===== config.mk =====
export PLATFORM = sky130hd
export DESIGN_NAME = pwrCtrl
export DESIGN_NICKNAME = d
export VERILOG_FILES = /design/src/pwrPkg.sv /design/src/pwrCtrlSm.sv /design/src/pwrCtrlRegs.sv /design/src/pwrCtrl.sv
export SDC_FILE = /design/constraint.sdc
export NUM_CORES = 1
export LEC_CHECK = 0
export ABC_CLOCK_PERIOD_IN_PS = 2720
export BUFFER_PORTS_ARGS = -buffer_cell sky130_fd_sc_hd__buf_2
export CAP_MARGIN = 20
export CORE_ASPECT_RATIO = 1.75
export CORE_MARGIN = 2
export CORE_UTILIZATION = 52
export DETAILED_ROUTE_END_ITERATION = 8
export PLACE_DENSITY = 0.86
export SYNTH_ARGS = -nofsm -noshare
export SYNTH_HDL_FRONTEND = slang
export SYNTH_SLANG_ARGS = --single-unit

===== constraint.sdc =====
create_clock -name pclk4 -period 2.72 [get_ports pclk4]
set_input_delay 0.544 -clock pclk4 [delete_from_list [all_inputs] [get_ports pclk4]]
set_output_delay 0.544 -clock pclk4 [all_outputs]
set_load 0.05 [all_outputs]

===== src/pwrPkg.sv =====
// Two switchable domains with fixed sequence timing
// State encodings are fixed at 4 bits and must match the testbench model order
package pwrPkg;

  // --------------------------------------------------
  // Domain and timing constants
  // --------------------------------------------------

  // Number of switchable power domains
  localparam int unsigned numDomains = 2;

  // Cycles spent in pwrOn2 before the restore pulse
  localparam int unsigned settleCycles = 28;
  localparam int unsigned settleCntWidth = 5;

  // --------------------------------------------------
  // Register map
  // --------------------------------------------------

  localparam int unsigned regAddrWidth = 2;
  localparam int unsigned regDataWidth = 32;

  localparam logic [regAddrWidth-1:0] addrReq = 2'd0;
  localparam logic [regAddrWidth-1:0] addrStatus = 2'd1;

  // --------------------------------------------------
  // Shutdown and restore states
  // --------------------------------------------------

  // Order matters, the testbench model mirrors it
  typedef enum logic [3:0] {
    stInit,
    stClkOff,
    stWait1,
    stIsolate,
    stSaveEdge,
    stPrePwrOff,
    stPwrOff,
    stPwrOn1,
    stPwrOn2,
    stRestoreEdge,
    stWait2,
    stDeIsolate,
    stClkOn,
    stWait3,
    stRstClr
  } pwrState_e;

endpackage


===== src/pwrCtrlSm.sv =====
// One domain's shutoff sequencer, outputs are levels only for external cells
// Request is sampled only in init and pwrOff states
`timescale 1ns/1ps

module pwrCtrlSm (
  input  logic pclk4,
  input  logic nprst4,
  input  logic l1Req,
  output logic setStatus,
  output logic clrStatus,
  output logic rstnNonSrpgModule,
  output logic gateClk,
  output logic isolate,
  output logic saveEdge,
  output logic restoreEdge,
  output logic pwr1On,
  output logic pwr2On
);

  import pwrPkg::*;

  pwrState_e currentState;
  pwrState_e nextState;

  // Internal reset request for non-retention flops
  logic rstnNonSrpg;

  // Settling counter, only runs in pwrOn2
  logic [settleCntWidth-1:0] settleCnt;

  // --------------------------------------------------
  // Next state logic
  // --------------------------------------------------

  always_comb
  begin
    case (currentState)
      // Wait for a low-power request
      stInit:
      begin
        if (l1Req)
          nextState = stClkOff;
        else
          nextState = stInit;
      end
      // Clock gate then one cycle for it to settle
      stClkOff:
        nextState = stWait1;
      stWait1:
        nextState = stIsolate;
      stIsolate:
        nextState = stSaveEdge;
      // Retention save pulse
      stSaveEdge:
        nextState = stPrePwrOff;
      stPrePwrOff:
        nextState = stPwrOff;
      // Stay off until the request is cleared
      stPwrOff:
      begin
        if (!l1Req)
          nextState = stPwrOn1;
        else
          nextState = stPwrOff;
      end
      // Two-stage power-on
      stPwrOn1:
        nextState = stPwrOn2;
      stPwrOn2:
      begin
        if (settleCnt == settleCntWidth'(settleCycles))
          nextState = stRestoreEdge;
        else
          nextState = stPwrOn2;
      end
      stRestoreEdge:
        nextState = stWait2;
      stWait2:
        nextState = stDeIsolate;
      stDeIsolate:
        nextState = stClkOn;
      // Clock back on, wait one cycle before releasing reset
      stClkOn:
        nextState = stWait3;
      stWait3:
        nextState = stRstClr;
      stRstClr:
        nextState = stInit;
      default:
        nextState = stInit;
    endcase
  end

  always_ff @(posedge pclk4 or negedge nprst4)
  begin
    if (!nprst4)
      currentState <= stInit;
    else
      currentState <= nextState;
  end

  // --------------------------------------------------
  // Settling counter
  // --------------------------------------------------

  // Loads 1 on entry to pwrOn2 since it is zero elsewhere
  always_ff @(posedge pclk4 or negedge nprst4)
  begin
    if (!nprst4)
      settleCnt <= '0;
    else if (nextState == stPwrOn2)
      settleCnt <= settleCnt + 1'b1;
    else
      settleCnt <= '0;
  end

  // --------------------------------------------------
  // Registered controls, decoded from next state
  // --------------------------------------------------

  // Clock gated from clkOff up to deIsolate
  always_ff @(posedge pclk4 or negedge nprst4)
  begin
    if (!nprst4)
      gateClk <= 1'b0;
    else
      gateClk <= !(nextState inside {stInit, stClkOn, stWait3, stRstClr});
  end

  // Isolation held from isolate through wait2
  always_ff @(posedge pclk4 or negedge nprst4)
  begin
    if (!nprst4)
      isolate <= 1'b0;
    else
      isolate <= nextState inside {stIsolate, stSaveEdge, stPrePwrOff, stPwrOff,
                                   stPwrOn1, stPwrOn2, stRestoreEdge, stWait2};
  end

  // Single-cycle save pulse
  always_ff @(posedge pclk4 or negedge nprst4)
  begin
    if (!nprst4)
      saveEdge <= 1'b0;
    else
      saveEdge <= (nextState == stSaveEdge);
  end

  // Single-cycle restore pulse after settling
  always_ff @(posedge pclk4 or negedge nprst4)
  begin
    if (!nprst4)
      restoreEdge <= 1'b0;
    else
      restoreEdge <= (nextState == stRestoreEdge);
  end

  // First power switch returns in pwrOn1
  always_ff @(posedge pclk4 or negedge nprst4)
  begin
    if (!nprst4)
      pwr1On <= 1'b1;
    else
      pwr1On <= (nextState != stPwrOff);
  end

  // Second switch lags the first by one cycle
  always_ff @(posedge pclk4 or negedge nprst4)
  begin
    if (!nprst4)
      pwr2On <= 1'b1;
    else
      pwr2On <= !(nextState inside {stPwrOff, stPwrOn1});
  end

  // Reset released only in the run states and rstClr
  always_ff @(posedge pclk4 or negedge nprst4)
  begin
    if (!nprst4)
      rstnNonSrpg <= 1'b0;
    else
      rstnNonSrpg <= nextState inside {stInit, stClkOff, stWait1, stIsolate,
                                       stSaveEdge, stPrePwrOff, stRstClr};
  end

  // --------------------------------------------------
  // Combinational outputs
  // --------------------------------------------------

  // Held in reset at chip reset and while the domain is down
  assign rstnNonSrpgModule = rstnNonSrpg & nprst4;

  // Status strobes come from different states, never together
  assign setStatus = (nextState == stClkOff);
  assign clrStatus = (currentState == stRstClr);

endmodule


===== src/pwrCtrlRegs.sv =====
// Request and status registers, every access completes in one cycle
// Status register is read only, writes to it are dropped
`timescale 1ns/1ps

module pwrCtrlRegs (
  input  logic                              pclk4,
  input  logic                              nprst4,
  input  logic                              regWrEn,
  input  logic [pwrPkg::regAddrWidth-1:0]   regAddr,
  input  logic [pwrPkg::regDataWidth-1:0]   regWrData,
  input  logic [pwrPkg::numDomains-1:0]     setStatus,
  input  logic [pwrPkg::numDomains-1:0]     clrStatus,
  output logic [pwrPkg::regDataWidth-1:0]   regRdData,
  output logic [pwrPkg::numDomains-1:0]     reqBits
);

  import pwrPkg::*;

  // Sticky shutoff status, one bit per domain
  logic [numDomains-1:0] statusBits;

  // --------------------------------------------------
  // Request register
  // --------------------------------------------------

  // Only the low bits of the write data are kept
  always_ff @(posedge pclk4 or negedge nprst4)
  begin
    if (!nprst4)
      reqBits <= '0;
    else if (regWrEn && (regAddr == addrReq))
      reqBits <= regWrData[numDomains-1:0];
  end

  // --------------------------------------------------
  // Status register
  // --------------------------------------------------

  // Set when shutdown starts, cleared in rstClr
  always_ff @(posedge pclk4 or negedge nprst4)
  begin
    if (!nprst4)
    begin
      statusBits <= '0;
    end
    else
    begin
      for (int d = 0; d < numDomains; d++)
      begin
        if (setStatus[d])
          statusBits[d] <= 1'b1;
        else if (clrStatus[d])
          statusBits[d] <= 1'b0;
      end
    end
  end

  // --------------------------------------------------
  // Read mux
  // --------------------------------------------------

  // Unused addresses read zero
  always_comb
  begin
    regRdData = '0;
    case (regAddr)
      addrReq:
        regRdData[numDomains-1:0] = reqBits;
      addrStatus:
        regRdData[numDomains-1:0] = statusBits;
      default:
        regRdData = '0;
    endcase
  end

endmodule


===== src/pwrCtrl.sv =====
// Power shutoff controller top, adds no latency over the blocks below
// One sequencer per domain, all sharing pclk4 and nprst4
`timescale 1ns/1ps

module pwrCtrl (
  input  logic                              pclk4,
  input  logic                              nprst4,
  input  logic                              regWrEn,
  input  logic [pwrPkg::regAddrWidth-1:0]   regAddr,
  input  logic [pwrPkg::regDataWidth-1:0]   regWrData,
  output logic [pwrPkg::regDataWidth-1:0]   regRdData,
  output logic [pwrPkg::numDomains-1:0]     gateClk,
  output logic [pwrPkg::numDomains-1:0]     isolate,
  output logic [pwrPkg::numDomains-1:0]     saveEdge,
  output logic [pwrPkg::numDomains-1:0]     restoreEdge,
  output logic [pwrPkg::numDomains-1:0]     pwr1On,
  output logic [pwrPkg::numDomains-1:0]     pwr2On,
  output logic [pwrPkg::numDomains-1:0]     rstnNonSrpgModule
);

  import pwrPkg::*;

  // Per-domain links between registers and sequencers
  logic [numDomains-1:0] reqBits;
  logic [numDomains-1:0] setStatus;
  logic [numDomains-1:0] clrStatus;

  // --------------------------------------------------
  // Register block
  // --------------------------------------------------

  pwrCtrlRegs i_regs (
    .pclk4     (pclk4),
    .nprst4    (nprst4),
    .regWrEn   (regWrEn),
    .regAddr   (regAddr),
    .regWrData (regWrData),
    .setStatus (setStatus),
    .clrStatus (clrStatus),
    .regRdData (regRdData),
    .reqBits   (reqBits)
  );

  // --------------------------------------------------
  // Domain sequencers
  // --------------------------------------------------

  // Request bit d drives sequencer d
  for (genvar d = 0; d < numDomains; d++)
  begin : gDomain
    pwrCtrlSm i_sm (
      .pclk4             (pclk4),
      .nprst4            (nprst4),
      .l1Req             (reqBits[d]),
      .setStatus         (setStatus[d]),
      .clrStatus         (clrStatus[d]),
      .rstnNonSrpgModule (rstnNonSrpgModule[d]),
      .gateClk           (gateClk[d]),
      .isolate           (isolate[d]),
      .saveEdge          (saveEdge[d]),
      .restoreEdge       (restoreEdge[d]),
      .pwr1On            (pwr1On[d]),
      .pwr2On            (pwr2On[d])
    );
  end

endmodule


==> flow_metrics.env <==
export IMPL_ys_ff_latch=36
export IMPL_grtUsageMet2_pct=27.7
export IMPL_drc_errors=0
export IMPL_setup_tns_final_ns=0
export IMPL_numClockSinks=36
export IMPL_dp_hpwl_um=2370
export IMPL_final_max_slew_viol_count=0
export IMPL_use_met1_pct=16.2
export IMPL_fill_cells=311
export IMPL_synth_compound_area_share_pct=10.4
export IMPL_synthAdderAreaFrac_pct=2.50
export IMPL_p_leak_uw=0.000953
export IMPL_initial_utilization_pct=54.7
export IMPL_clk_pin_slew_ns=0.07
export IMPL_holdBufCountCts=0
export IMPL_ant_nets=0
export IMPL_cts_buffer_depth=2
export IMPL_min_path_type="in -> async"
export IMPL_die_area_sq_um=4390
export IMPL_yosys_area_share_simple_pct=14.8
export IMPL_cp_end_kind="output port"
export IMPL_via_count=1234
export IMPL_synth_area_top_cells="dfrtp_1 (40%), buf_4 (17%), dfstp_2 (5.2%)"
export IMPL_grt_use_met3_pct=4.01
export IMPL_ys_types=41
export IMPL_dr_pass1_iters=4
export IMPL_clockRootBuffer="clkbuf_8"
export IMPL_cp_arrival_ns=1.23
export IMPL_portBuffers=22
export IMPL_post_cts_resized=0
export IMPL_min_period_ns=1.77
export IMPL_critPathMaxStageDelay_ns=0.26
export IMPL_finClkSkew_ns=0.00503
export IMPL_grt_busiest_layer="met2"
export IMPL_die_width_um=50.9
export IMPL_grt_remaining_overflow=0
export IMPL_critPathMostFrequentCell="buf_2"
export IMPL_grt_pass1_vias=1209
export IMPL_die_y_um=86.1
export IMPL_power_density_nw_per_um2=1120
export IMPL_synthFlopType="dfrtp_1"
export IMPL_final_hold_viol_count=0
export IMPL_muxShareOfSynthArea_pct=2.12
export IMPL_synthCells=196
export IMPL_p_total_uw=2240
export IMPL_multi_input_area_sq_um=798
export IMPL_clock_fmax_ghz=0.564
export IMPL_synthXorXnorAreaFrac_pct=4.37
export IMPL_startpoint_type="primary input"
export IMPL_drt_iter0_drc=19
export IMPL_htree_levels=2
export IMPL_area_delta_synth_final_pct=-0.125
export IMPL_cts_tree="built"
export IMPL_timing_final_crit_share_pct=65.2
export IMPL_final_layout_size_suffix_gt1_share_pct=22.0
export IMPL_cp_required_ns=2.18
export IMPL_grt_max_degree=28
export IMPL_final_nets=245
export IMPL_synthArstFlopShare_pct=100
export IMPL_synth_edf_count=0
export IMPL_grt_usage_pct=15.5
export IMPL_setup_viol=0
export IMPL_crit_chain="buf_2 > and2_1 > buf_2"
export IMPL_critical_path_class="in -> out"
export IMPL_num_rows=29
export IMPL_crit_path_top_delay_cell="buf_2"
export IMPL_grt_pass1_wl_um=5150
export IMPL_ir_worst_vdd_mv=0.478
export IMPL_maxCapViolCount=0
export IMPL_synth_top_family_by_area="buffers and inverters"
export IMPL_seq_area_sq_um=906
export IMPL_n_antenna_cell=0
export IMPL_drt_total_wl_um=3050
export IMPL_ys_warn_count=0
export IMPL_wire_per_inst_um=12.1
export IMPL_synth_avg_cell_area_sq_um=10.2
export IMPL_netlist_area_sq_um=2000
export IMPL_rsz0062_at_grt="false"
export IMPL_ys_seq_area_share_pct=45.2
export IMPL_status="finished, final reports clean"
export IMPL_synth_top_cell_by_area="dfrtp_1"
export IMPL_gp_congestion=0.864
export IMPL_io_pins=83
export IMPL_cts_buffers=5
export IMPL_crit_fanout=12
export IMPL_post_cts_setup_buffers=0
export IMPL_avgViaCountPerCell=4.92
export IMPL_antenna_found_initial=0
export IMPL_core_sq_um=3660
export IMPL_clock_latency_ns=0.28
export IMPL_synth_top_cell_area_share_pct=40.0
## state kept, by name, summed over array words and instances (netlist names)
signal and cells:
gDomain.i_sm.currentState 8, gDomain.i_sm.gateClk 2, gDomain.i_sm.isolate 2, gDomain.i_sm.pwr1On 2, gDomain.i_sm.pwr2On 2, gDomain.i_sm.restoreEdge 2, gDomain.i_sm.rstnNonSrpg 2, gDomain.i_sm.saveEdge 2
gDomain.i_sm.settleCnt 10, i_regs.reqBits 2, i_regs.statusBits 2
## cells in the final DEF (no fill, tap or decap), types with 2 or more instances in the layout
cell,netlist,final
dfstp_2,4,4
dfrtp_1,32,32
mux2_2,2,2
nor2b_1,5,5
nand4_1,2,2
and2_1,2,2
o21ai_0,7,7
mux2i_1,2,2
a21o_1,6,6
nand3_1,4,4
buf_2,3,22
a21oi_1,3,3
nor2_1,21,21
conb_1,1,30
inv_1,6,6
ha_1,4,4
nor4b_1,2,2
nand2_1,10,10
nor3_1,3,3
clkbuf_8,0,7
a211oi_2,2,2
xor2_1,5,5
xnor2_1,5,5
## power breakdown
group	switching (uW)	total, uW	internal (uW)
clock	175	406	231
sequential	204	911	708
combinational	626	921	294
total	1010	2240	1230
## cell families (layout without fill, tap and decap cells)
| family | Yosys count | in the layout |
|---|---|---|
| XOR/XNOR | 10 | 10 |
| other | 1 | 30 |
| AO/OA/AOI/OAI | 27 | 27 |
| buffers and inverters | 57 | 37 |
| AND/OR/NAND/NOR | 57 | 57 |
| multiplexers | 4 | 4 |
| adder cells (fa/ha/maj) | 4 | 4 |
| flip-flops | 36 | 36 |
## path summary, 6_finish.rpt
kind	cells after the start	end	slack [ns]	startpoint
min in group pclk4	2	i_regs.reqBits[0]	0.50	regWrData[0]
worst max-delay path	3	rstnNonSrpgModule[1]	0.95	nprst4
worst max register to register	5	gDomain[1].i_sm.settleCnt[3]	1.34	gDomain[1].i_sm.settleCnt[0]
max in group asynchronous	2	gDomain[0].i_sm.pwr2On	1.91	nprst4
worst min register to register	1	gDomain[0].i_sm.settleCnt[0]	0.50	gDomain[0].i_sm.settleCnt[0]
worst min-delay path	1	gDomain[1].i_sm.settleCnt[0]	0.13	nprst4
## area by class of cell
type | instances | share of cell area, %
well taps | 46 | 2.88
clock buffers | 8 | 5.00
multi-input cells | 132 | 39.9
flip-flops and latches | 36 | 45.3
inverters | 6 | 1.13
repair buffers | 23 | 5.88
## metal layers
| layer | vias up | wire [um] |
|---|---|---|
| met1 | 603 | 1130 |
| met4 | 0 | 44 |
| li1 | 581 | - |
| met5 | - | 0 |
| met2 | 46 | 1740 |
| met3 | 4 | 133 |
## synthesized netlist by cell type, drive strengths merged, types with 2 or more instances
cell type and number:
nor2 21, nand3 4, and2 3, a21oi 3, nor3 4, mux2i 2, dfrtp 32, inv 6
nor2b 5, mux2 2, and2b 2, nand4 2, xor2 5, dfstp 4, a211oi 2, a21o 6
nor4b 2, buf 51, xnor2 5, o21ai 8, ha 4, nand2 10
## worst max-delay path: cells and delay by family
family                 cells  cell delay (ns)
buffers and inverters      2             0.52
and+or+nand+nor            1             0.17
## through the flow
stage / instances / util [%] / setup slack [ns] / hold slack, ns / instance area [sq um]
global route: 251 / 54.6 / 0.832 / 0.153 / 2000
global placement: 243 / 51.9 / 0.928 / 0.437 / 1900
CTS: 251 / 54.6 / 0.918 / 0.143 / 2000
finish: 251 / 54.6 / 0.945 / 0.131 / 2000
floorplan: 225 / - / 0.882 / 0.248 / 2110
detailed placement: 243 / 51.9 / 0.918 / 0.443 / 1900
Power figures use the tool's default switching activity.
